===== src/source/rv_core_defines.svh =====
`ifndef RV_CORE_DEFINES_SVH
`define RV_CORE_DEFINES_SVH

// Data path and address width
`define XLEN 32

// Register index width
`define REG_WIDTH 5

// Architectural registers, x0 included
`define REG_COUNT 32

`endif


===== src/source/rv_core_pkg.sv =====
`include "rv_core_defines.svh"

package rv_core_pkg;

    typedef enum logic [6:0] {
        op_r      = 7'b0110011,         // add sub and or slt
        op_imm    = 7'b0010011,         // addi
        op_load   = 7'b0000011,         // lw
        op_store  = 7'b0100011,         // sw
        op_branch = 7'b1100011          // beq
    } opcode_e;

    typedef enum logic [2:0] {
        alu_add = 3'd0,
        alu_sub = 3'd1,
        alu_and = 3'd2,
        alu_or  = 3'd3,
        alu_slt = 3'd4
    } alu_op_e;

    typedef enum logic [1:0] {
        res_alu = 2'd0,
        res_mem = 2'd1,                 // Load data
        res_pc4 = 2'd2                  // Link value
    } result_src_e;

    typedef struct packed {
        logic [6:0]            funct7;
        logic [`REG_WIDTH-1:0] rs2;
        logic [`REG_WIDTH-1:0] rs1;
        logic [2:0]            funct3;
        logic [`REG_WIDTH-1:0] rd;
        opcode_e               opcode;
    } r_fmt_t;

    typedef struct packed {
        logic [11:0]           imm;
        logic [`REG_WIDTH-1:0] rs1;
        logic [2:0]            funct3;
        logic [`REG_WIDTH-1:0] rd;
        opcode_e               opcode;
    } i_fmt_t;

    typedef struct packed {
        logic [6:0]            imm_hi;  // imm[11:5]
        logic [`REG_WIDTH-1:0] rs2;
        logic [`REG_WIDTH-1:0] rs1;
        logic [2:0]            funct3;
        logic [4:0]            imm_lo;  // imm[4:0]
        opcode_e               opcode;
    } s_fmt_t;

    typedef struct packed {
        logic                  imm_12;
        logic [5:0]            imm_10_5;
        logic [`REG_WIDTH-1:0] rs2;
        logic [`REG_WIDTH-1:0] rs1;
        logic [2:0]            funct3;
        logic [3:0]            imm_4_1;
        logic                  imm_11;
        opcode_e               opcode;
    } b_fmt_t;

    // One instruction word in four views
    typedef union packed {
        r_fmt_t r_fmt;
        i_fmt_t i_fmt;
        s_fmt_t s_fmt;
        b_fmt_t b_fmt;
    } instr_u;

endpackage


===== src/source/decoder.sv =====
`timescale 1ns/10ps
`include "rv_core_defines.svh"

module decoder import rv_core_pkg::*; (
    input  instr_u            instr,
    output logic              reg_write,
    output logic              mem_write,
    output logic              branch,
    output logic              alu_src,
    output result_src_e       result_src,
    output alu_op_e           alu_op,
    output logic [`XLEN-1:0]  imm
);

    localparam logic [2:0] F3_ADD_SUB = 3'b000;
    localparam logic [2:0] F3_SLT     = 3'b010;
    localparam logic [2:0] F3_OR      = 3'b110;
    localparam logic [2:0] F3_AND     = 3'b111;
    localparam logic [2:0] F3_WORD    = 3'b010;     // lw and sw
    localparam logic [2:0] F3_BEQ     = 3'b000;

    logic [`XLEN-1:0] imm_i;
    logic [`XLEN-1:0] imm_s;
    logic [`XLEN-1:0] imm_b;

    assign imm_i = {{(`XLEN-12){instr.i_fmt.imm[11]}}, instr.i_fmt.imm};
    assign imm_s = {{(`XLEN-12){instr.s_fmt.imm_hi[6]}},
                    instr.s_fmt.imm_hi,
                    instr.s_fmt.imm_lo};
    assign imm_b = {{(`XLEN-13){instr.b_fmt.imm_12}},
                    instr.b_fmt.imm_12,
                    instr.b_fmt.imm_11,
                    instr.b_fmt.imm_10_5,
                    instr.b_fmt.imm_4_1,
                    1'b0};                          // Halfword aligned offset

    always_comb begin
        reg_write  = 1'b0;                          // Nop unless recognised
        mem_write  = 1'b0;
        branch     = 1'b0;
        alu_src    = 1'b0;
        result_src = res_alu;
        alu_op     = alu_add;
        imm        = '0;

        case (instr.r_fmt.opcode)
            op_r: begin
                reg_write = 1'b1;
                case (instr.r_fmt.funct3)
                    F3_ADD_SUB: alu_op = instr.r_fmt.funct7[5] ? alu_sub : alu_add;
                    F3_SLT:     alu_op = alu_slt;
                    F3_OR:      alu_op = alu_or;
                    F3_AND:     alu_op = alu_and;
                    default:    reg_write = 1'b0;   // Unsupported R-type
                endcase
            end
            op_imm: begin
                reg_write = (instr.i_fmt.funct3 == F3_ADD_SUB);    // addi only
                alu_src   = 1'b1;
                imm       = imm_i;
            end
            op_load: begin
                reg_write  = (instr.i_fmt.funct3 == F3_WORD);
                alu_src    = 1'b1;
                result_src = res_mem;
                imm        = imm_i;
            end
            op_store: begin
                mem_write = (instr.s_fmt.funct3 == F3_WORD);
                alu_src   = 1'b1;
                imm       = imm_s;
            end
            op_branch: begin
                branch = (instr.b_fmt.funct3 == F3_BEQ);
                alu_op = alu_sub;                   // Equal when difference is zero
                imm    = imm_b;
            end
            default: begin
                reg_write = 1'b0;
            end
        endcase
    end

endmodule


===== src/source/reg_file.sv =====
`timescale 1ns/10ps
`include "rv_core_defines.svh"

module reg_file (
    input  logic                   clk,
    input  logic                   rst_n,
    input  logic                   we,
    input  logic [`REG_WIDTH-1:0]  ra1,
    input  logic [`REG_WIDTH-1:0]  ra2,
    input  logic [`REG_WIDTH-1:0]  wa,
    input  logic [`XLEN-1:0]       wd,
    output logic [`XLEN-1:0]       rd1,
    output logic [`XLEN-1:0]       rd2
);

    logic [`XLEN-1:0] regs [1:`REG_COUNT-1];     // x0 is not stored

    always_ff @(posedge clk) begin
        if (!rst_n) begin
            for (int i = 1; i < `REG_COUNT; i++) begin
                regs[i] <= '0;
            end
        end else if (we && (wa != '0)) begin
            regs[wa] <= wd;
        end
    end

    // Write-through so decode sees the value retiring this cycle
    assign rd1 = (ra1 == '0)             ? '0 :
                 (we && (ra1 == wa))     ? wd : regs[ra1];
    assign rd2 = (ra2 == '0)             ? '0 :
                 (we && (ra2 == wa))     ? wd : regs[ra2];

endmodule


===== src/source/alu.sv =====
`timescale 1ns/10ps
`include "rv_core_defines.svh"

module alu import rv_core_pkg::*; (
    input  logic [`XLEN-1:0]  a,
    input  logic [`XLEN-1:0]  b,
    input  alu_op_e           op,
    output logic [`XLEN-1:0]  y,
    output logic              zero
);

    logic slt;

    assign slt = ($signed(a) < $signed(b));

    always_comb begin
        case (op)
            alu_add: y = a + b;
            alu_sub: y = a - b;
            alu_and: y = a & b;
            alu_or:  y = a | b;
            alu_slt: y = {{(`XLEN-1){1'b0}}, slt};     // Signed compare
            default: y = a + b;
        endcase
    end

    assign zero = (y == '0);                          // beq condition

endmodule


===== src/source/hazard_unit.sv =====
`timescale 1ns/10ps
`include "rv_core_defines.svh"

module hazard_unit import rv_core_pkg::*; (
    input  logic [`REG_WIDTH-1:0]  rs1_d,
    input  logic [`REG_WIDTH-1:0]  rs2_d,
    input  logic [`REG_WIDTH-1:0]  rs1_e,
    input  logic [`REG_WIDTH-1:0]  rs2_e,
    input  logic [`REG_WIDTH-1:0]  rd_e,
    input  logic [`REG_WIDTH-1:0]  rd_m,           // Memory stage destination
    input  logic [`REG_WIDTH-1:0]  rd_w,           // Writeback stage destination
    input  logic                   reg_write_m,
    input  logic                   reg_write_w,
    input  logic [1:0]             result_src_e,
    input  logic                   pc_src,         // Taken branch in execute
    output logic [1:0]             forward_a,
    output logic [1:0]             forward_b,
    output logic                   stall_f,
    output logic                   stall_d,
    output logic                   flush_d,
    output logic                   flush_e
);

    logic lw_stall;

    // Newest producer wins and x0 is never forwarded
    function automatic logic [1:0] fwd_sel(
        input logic [`REG_WIDTH-1:0] rs,
        input logic [`REG_WIDTH-1:0] mem_rd,
        input logic                  mem_we,
        input logic [`REG_WIDTH-1:0] wb_rd,
        input logic                  wb_we
    );
        if (mem_we && (rs == mem_rd) && (rs != '0)) begin
            return 2'b10;
        end else if (wb_we && (rs == wb_rd) && (rs != '0)) begin
            return 2'b01;
        end
        return 2'b00;
    endfunction

    assign forward_a = fwd_sel(rs1_e, rd_m, reg_write_m, rd_w, reg_write_w);
    assign forward_b = fwd_sel(rs2_e, rd_m, reg_write_m, rd_w, reg_write_w);

    // Load in execute feeding the instruction in decode
    assign lw_stall = (result_src_e == res_mem) && (rd_e != '0) &&
                      ((rd_e == rs1_d) || (rd_e == rs2_d));

    assign stall_f = lw_stall;
    assign stall_d = lw_stall;
    assign flush_d = pc_src;                       // Wrong-path fetch
    assign flush_e = lw_stall || pc_src;           // Bubble or wrong-path decode

endmodule


===== src/source/rv_core.sv =====
`timescale 1ns/10ps
`include "rv_core_defines.svh"

module rv_core import rv_core_pkg::*; (
    input  logic               clk,
    input  logic               rst_n,
    output logic [`XLEN-1:0]   imem_addr,
    input  logic [`XLEN-1:0]   imem_rdata,
    output logic [`XLEN-1:0]   dmem_addr,
    output logic [`XLEN-1:0]   dmem_wdata,
    output logic               dmem_we,
    input  logic [`XLEN-1:0]   dmem_rdata
);

    // Fetch
    logic [`XLEN-1:0]      pc_f;
    logic [`XLEN-1:0]      pc_plus4_f;
    logic [`XLEN-1:0]      pc_next_f;

    // Decode
    instr_u                instr_d;
    logic [`XLEN-1:0]      pc_d;
    logic                  reg_write_d;
    logic                  mem_write_d;
    logic                  branch_d;
    logic                  alu_src_d;
    result_src_e           res_src_d;
    alu_op_e               alu_ctl_d;
    logic [`XLEN-1:0]      imm_d;
    logic [`XLEN-1:0]      rd1_d;
    logic [`XLEN-1:0]      rd2_d;

    // Execute
    logic                  reg_write_e;
    logic                  mem_write_e;
    logic                  branch_e;
    logic                  alu_src_e;
    result_src_e           res_src_e;
    alu_op_e               alu_ctl_e;
    logic [`XLEN-1:0]      rd1_e;
    logic [`XLEN-1:0]      rd2_e;
    logic [`XLEN-1:0]      pc_e;
    logic [`XLEN-1:0]      imm_e;
    logic [`REG_WIDTH-1:0] rs1_e;
    logic [`REG_WIDTH-1:0] rs2_e;
    logic [`REG_WIDTH-1:0] rd_e;
    logic [`XLEN-1:0]      src_a_e;
    logic [`XLEN-1:0]      src_b_e;
    logic [`XLEN-1:0]      write_data_e;
    logic [`XLEN-1:0]      alu_result_e;
    logic                  zero_e;
    logic [`XLEN-1:0]      pc_target_e;
    logic                  pc_src;

    // Memory
    logic                  reg_write_m;
    logic                  mem_write_m;
    result_src_e           res_src_m;
    logic [`XLEN-1:0]      alu_result_m;
    logic [`XLEN-1:0]      write_data_m;
    logic [`REG_WIDTH-1:0] rd_m;

    // Writeback
    logic                  reg_write_w;
    result_src_e           res_src_w;
    logic [`XLEN-1:0]      alu_result_w;
    logic [`XLEN-1:0]      read_data_w;
    logic [`REG_WIDTH-1:0] rd_w;
    logic [`XLEN-1:0]      result_w;

    // Hazard control
    logic [1:0]            forward_a;
    logic [1:0]            forward_b;
    logic                  stall_f;
    logic                  stall_d;
    logic                  flush_d;
    logic                  flush_e;

    function automatic logic [`XLEN-1:0] operand_mux(
        input logic [1:0]       sel,
        input logic [`XLEN-1:0] reg_val,
        input logic [`XLEN-1:0] mem_val,
        input logic [`XLEN-1:0] wb_val
    );
        case (sel)
            2'b10:   return mem_val;
            2'b01:   return wb_val;
            default: return reg_val;
        endcase
    endfunction

    assign pc_plus4_f = pc_f + `XLEN'd4;
    assign pc_next_f  = pc_src ? pc_target_e : pc_plus4_f;   // Redirect on taken beq
    assign imem_addr  = pc_f;

    always_ff @(posedge clk) begin
        if (!rst_n) begin
            pc_f <= '0;
        end else if (!stall_f) begin
            pc_f <= pc_next_f;
        end
    end

    always_ff @(posedge clk) begin
        if (!rst_n || flush_d) begin
            instr_d <= '0;                  // Opcode zero decodes as a nop
        end else if (!stall_d) begin
            instr_d <= imem_rdata;
        end
    end

    always_ff @(posedge clk) begin
        if (!stall_d) begin
            pc_d <= pc_f;
        end
    end

    decoder decoder_i (
        .instr      (instr_d),
        .reg_write  (reg_write_d),
        .mem_write  (mem_write_d),
        .branch     (branch_d),
        .alu_src    (alu_src_d),
        .result_src (res_src_d),
        .alu_op     (alu_ctl_d),
        .imm        (imm_d)
    );

    reg_file reg_file_i (
        .clk   (clk),
        .rst_n (rst_n),
        .we    (reg_write_w),
        .ra1   (instr_d.r_fmt.rs1),
        .ra2   (instr_d.r_fmt.rs2),
        .wa    (rd_w),
        .wd    (result_w),
        .rd1   (rd1_d),
        .rd2   (rd2_d)
    );

    always_ff @(posedge clk) begin
        if (!rst_n || flush_e) begin
            reg_write_e <= 1'b0;
            mem_write_e <= 1'b0;
            branch_e    <= 1'b0;
            res_src_e   <= res_alu;         // Also hides a stale load from hazard checks
        end else begin
            reg_write_e <= reg_write_d;
            mem_write_e <= mem_write_d;
            branch_e    <= branch_d;
            res_src_e   <= res_src_d;
        end
    end

    always_ff @(posedge clk) begin
        alu_src_e  <= alu_src_d;
        alu_ctl_e  <= alu_ctl_d;
        rd1_e      <= rd1_d;
        rd2_e      <= rd2_d;
        pc_e       <= pc_d;
        imm_e      <= imm_d;
        rs1_e      <= instr_d.r_fmt.rs1;
        rs2_e      <= instr_d.r_fmt.rs2;
        rd_e       <= instr_d.r_fmt.rd;
    end

    assign src_a_e      = operand_mux(forward_a, rd1_e, alu_result_m, result_w);
    assign write_data_e = operand_mux(forward_b, rd2_e, alu_result_m, result_w);
    assign src_b_e      = alu_src_e ? imm_e : write_data_e;

    alu alu_i (
        .a    (src_a_e),
        .b    (src_b_e),
        .op   (alu_ctl_e),
        .y    (alu_result_e),
        .zero (zero_e)
    );

    assign pc_target_e = pc_e + imm_e;
    assign pc_src      = branch_e && zero_e;

    always_ff @(posedge clk) begin
        if (!rst_n) begin
            reg_write_m <= 1'b0;
            mem_write_m <= 1'b0;
            res_src_m   <= res_alu;
        end else begin
            reg_write_m <= reg_write_e;
            mem_write_m <= mem_write_e;
            res_src_m   <= res_src_e;
        end
    end

    always_ff @(posedge clk) begin
        alu_result_m <= alu_result_e;
        write_data_m <= write_data_e;       // Forwarded store data
        rd_m         <= rd_e;
    end

    assign dmem_addr  = alu_result_m;
    assign dmem_wdata = write_data_m;
    assign dmem_we    = mem_write_m;

    always_ff @(posedge clk) begin
        if (!rst_n) begin
            reg_write_w <= 1'b0;
            res_src_w   <= res_alu;
        end else begin
            reg_write_w <= reg_write_m;
            res_src_w   <= res_src_m;
        end
    end

    always_ff @(posedge clk) begin
        alu_result_w <= alu_result_m;
        read_data_w  <= dmem_rdata;
        rd_w         <= rd_m;
    end

    always_comb begin
        case (res_src_w)
            res_mem: result_w = read_data_w;
            default: result_w = alu_result_w;
        endcase
    end

    hazard_unit hazard_unit_i (
        .rs1_d        (instr_d.r_fmt.rs1),
        .rs2_d        (instr_d.r_fmt.rs2),
        .rs1_e        (rs1_e),
        .rs2_e        (rs2_e),
        .rd_e         (rd_e),
        .rd_m         (rd_m),
        .rd_w         (rd_w),
        .reg_write_m  (reg_write_m),
        .reg_write_w  (reg_write_w),
        .result_src_e (res_src_e),
        .pc_src       (pc_src),
        .forward_a    (forward_a),
        .forward_b    (forward_b),
        .stall_f      (stall_f),
        .stall_d      (stall_d),
        .flush_d      (flush_d),
        .flush_e      (flush_e)
    );

endmodule


===== config.mk =====
export PLATFORM = sky130hd
export DESIGN_NAME = rv_core
export DESIGN_NICKNAME = d
export VERILOG_FILES = /design/src/source/rv_core_pkg.sv /design/src/source/decoder.sv /design/src/source/reg_file.sv /design/src/source/alu.sv /design/src/source/hazard_unit.sv /design/src/source/rv_core.sv
export VERILOG_INCLUDE_DIRS = /design/src /design/src/source
export SDC_FILE = /design/constraint.sdc
export NUM_CORES = 2
export LEC_CHECK = 0
export ABC_AREA = 1
export ABC_CLOCK_PERIOD_IN_PS = 12400
export BUFFER_PORTS_ARGS = -buffer_cell sky130_fd_sc_hd__buf_2
export CAP_MARGIN = 20
export CORE_UTILIZATION = 35
export CTS_BUF_LIST = sky130_fd_sc_hd__clkbuf_4 sky130_fd_sc_hd__clkbuf_8
export CTS_CLUSTER_SIZE = 40
export DETAILED_ROUTE_END_ITERATION = 8
export SYNTH_ARGS = -nofsm -noshare
export SYNTH_HDL_FRONTEND = slang
export SYNTH_SLANG_ARGS = --single-unit

===== constraint.sdc =====
create_clock -name clk -period 12.4 [get_ports clk]
set_input_delay 1.86 -clock clk [delete_from_list [all_inputs] [get_ports clk]]
set_output_delay 1.86 -clock clk [all_outputs]
set_load 0.01 [all_outputs]

==> flow_summary_export.csv <==
group,metric,value,unit
timing,worst_slack,5020,ps
cts,root_buffer,"clkbuf_8",
final_layout,final_nets,9408,
timing,timing.hold.ws,333,ps
place,place_inst,11800,
worst_setup_path,start_kind,"flop",
drt,vias_per_cell,5.72,
global_route,grt_remaining_overflow,0,
worst_setup_path,criticalPathCategory,"flop to flop",
synth,yosysTopAreaCellShare,41.8,%
floorplanning,die_height,468,um
cts,numCtsBuffers,241,
cts,ctsHoldBuffers,0,
synth,synth-seq-cells,1405,
timing,fmax,135,MHz
global_route,grt_max_degree,226,
cts,clk_path_buf_depth,3,
place,hpwl,190000,um
worst_setup_path,worstSetupEndpointType,"flop",
synth,synthMostInstantiatedCell,"nand2_1",
worst_setup_path,critPathMaxStageDelay,710,ps
worst_setup_path,cp-startpoint,"res_src_w[0]",
worst_setup_path,worstPathMaxFanout,45,
timing,setup_viol,0,
final_layout,area_delta_synth_final,11.3,%
drt,drc,0,
floorplanning,fp-row-count,170,
timing,hold_viol,0,
floorplanning,core_region_area,0.215,mm^2
synth,synth-xor-area-share,0.727,%
timing,maxSlewViolCount,0,
cts,clk_latency,1060,ps
cts,post_cts_buffers,0,
drt,wl_per_cell,25.1,um
floorplanning,die_area,0.219,mm^2
synth,synth-main-ff-cell,"edfxtp_1",
synth,synth_top_area_cell,"edfxtp_1",
cts,cts_resized,0,
global_route,grt_pass1_wl,442000,um
drt,wl,307000,um
synth,synthTopCellsByCount,"1341 x nand2_1, 1298 x nor2_1, 1056 x edfxtp_1, 1055 x a21oi_1, 1044 x inv_1",
worst_setup_path,cpMaxStageDelayCell,"buf_4",
min_path,hp-class,"flop to flop",
worst_setup_path,required,13320,ps
global_route,grt_pass1_vias,65800,
final_layout,stdcell_count,12300,
drt,num_vias,70100,
floorplanning,initial_core_util,35.3,%
synth,synthAdderAreaFrac,2.19,%
worst_setup_path,reg2reg_slack,5020,ps
worst_setup_path,regToRegEndpoint,"imem_addr[30]",
place,place_ws,5070,ps
synth,post_synth_instance_area,0.0758,mm^2
cts,numClockSinks,1405,
synth,yosys.area_share.simple,18.2,%
place,portBuffers,162,
synth,ys_types,54,
timing,finalCriticalPeriod,7380,ps
synth,syn_inst,9345,
timing,period_share,59.5,%
timing,clock_skew,66.3,ps
worst_setup_path,rr_startpoint,"res_src_w[0]",
worst_setup_path,cp-endpoint,"imem_addr[30]",
synth,ys_warn_count,0,
flow_run,cap_violations,0,
outcome,status,"finished clean",
final_layout,final_layout_size_suffix_gt1_share,9.12,%
worst_setup_path,cp_common_cell,"nand2_1",
drt,first_iter_violations,10300,
place,gp_congestion,0.954,
synth,synth_edf_count,1056,
synth,synth_area_per_cell,8.12,um^2
power,power_density,159,mW/mm^2
floorplanning,ios,163,
synth,synthMuxAreaShare,0,%
synth,synth_compound_area_share,18.8,%
drt,drtPass1Iterations,9,
power,total_power,0.0134,W
timing,worst_slew_pin_slew,1210,ps
cts,cts_htree_levels,4,
timing,slew-limit-headroom,18.8,%
synth,ys_seq_area_share,51.0,%
global_route,grt_util_all_layers,27.3,%
drt,postRouteAntennaNets,0,
worst_setup_path,rr_worst_depth,28,
synth,async_flop_share,0,%
floorplanning,die-width,468,um
cts,cts_tree,"done",
timing,rsz0062_at_grt,"false",
synth,ys_top_cells_by_area,"edfxtp_1 42%, dfxtp_1 9.2%, a21oi_1 7.0%",
timing,tns,0,ps
synth,synth_top_family_by_area,"compound AO/OA/AOI/OAI gates",
worst_setup_path,cp_data_arrival_time,8300,ps
global_route,antenna_found_initial,21,
power,ir_worst_vdd,0.127,mV
power,leakage,34.6,nW
cts,clkTransAtPathRegs,60,ps
report_power, final:
| group | total, W | leakage, nW | internal (W) | switching (W) |
|---|---|---|---|---|
| logic | 0.00323 | 18.1 | 0.000738 | 0.00249 |
| clock network | 0.00448 | 2.66 | 0.00239 | 0.00208 |
| registers | 0.00571 | 13.8 | 0.00539 | 0.000321 |
cells in the final DEF (no fill, tap or decap), types with 6 or more instances in the layout:
| cell type | instances |
|---|---|
| edfxtp_1 | 1056 |
| nor2_2 | 10 |
| nand4_1 | 25 |
| a21boi_0 | 8 |
| inv_1 | 1037 |
| a211oi_1 | 34 |
| nor2_1 | 1295 |
| nor4_1 | 7 |
| a221oi_1 | 38 |
| dfxtp_4 | 7 |
| o21bai_1 | 11 |
| diode_2 | 6 |
| bufinv_16 | 11 |
| ha_1 | 128 |
| clkinv_2 | 32 |
| nand2_1 | 1299 |
| o22ai_1 | 16 |
| clkinv_1 | 54 |
| a21oi_1 | 1055 |
| conb_1 | 32 |
| o221ai_1 | 169 |
| a31oi_1 | 9 |
| or2_2 | 10 |
| buf_4 | 160 |
| xor2_1 | 47 |
| clkbuf_4 | 79 |
| dfxtp_1 | 338 |
| inv_2 | 18 |
| o21ai_4 | 30 |
| o21ai_0 | 939 |
| nand2_2 | 40 |
| nor3_1 | 47 |
| nand3_1 | 641 |
| o21ai_1 | 9 |
| buf_12 | 7 |
| buf_2 | 162 |
| o211ai_1 | 211 |
| xnor2_1 | 16 |
| clkbuf_8 | 257 |
layer usage:
layer  wire length (um)  up-vias  global-route usage, %
met1             123000    33400                   36.5
met3              38200      792                   7.45
met4              14300       24                   12.0
li1                   -    31400                      -
met2             131000     4470                   40.9
met5                232        -                      0
flip-flops by register name, indices dropped and copies added (netlist names), 3 cells and up, named ones only:
signal	cells
alu_ctl_e	3
alu_result_w	32
dmem_addr	32
dmem_wdata	32
imem_addr	32
imm_e	13
instr_d	32
pc_d	32
pc_e	32
rd1_e	32
rd2_e	32
rd_e	5
rd_m	5
rd_w	5
read_data_w	32
reg_file_i.regs	1024
rs1_e	5
rs2_e	5
worst min-delay path by stage:
stage / endpoint / start / slack [ps] / depth (start not counted)
3_5_place_dp: pc_e[15] / pc_d[15] / 330 / 0
6_report: pc_e[26] / pc_d[26] / 330 / 0
4_1_cts: pc_e[26] / pc_d[26] / 330 / 0
3_3_place_gp: pc_e[30] / pc_d[30] / 320 / 0
2_1_floorplan: pc_e[0] / pc_d[0] / 320 / 0
5_1_grt: pc_e[26] / pc_d[26] / 340 / 0
cell type report:
type,instances,area [um^2]
clock buffer,334,4120
clock inverter,112,933
fill,21700,131000
antenna,6,15.0
tap,2838,3550
multi-input combinational,6172,30900
sequential,1405,38700
timing repair buffer,331,2170
inverter,1060,3990
kinds of logic after synthesis:
| kind of cell | count (synthesis) |
|---|---|
| simple gates | 3397 |
| buf+inv | 1799 |
| compound gates | 2549 |
| other cells | 1 |
| flops | 1405 |
| xor+xnor | 63 |
| fa+ha+maj | 131 |
worst max-delay path: cells and delay by family, from the launching register on:
kind	cells	cell delay [ps]
and+or+nand+nor	21	3970
adders and majority gates	2	1060
AOI/OAI and AO/OA	3	700
DFF	1	460
buffers and inverters	2	970
stage by stage:
stage | utilization, % | area (um^2)
2_1_floorplan | - | 76000
3_3_place_gp | 36.9 | 79300
3_5_place_dp | 36.9 | 79300
4_1_cts | 39.2 | 84400
5_1_grt | 39.2 | 84400
6_report | 39.3 | 84400
No activity file was read; power rests on OpenSTA's default activity.
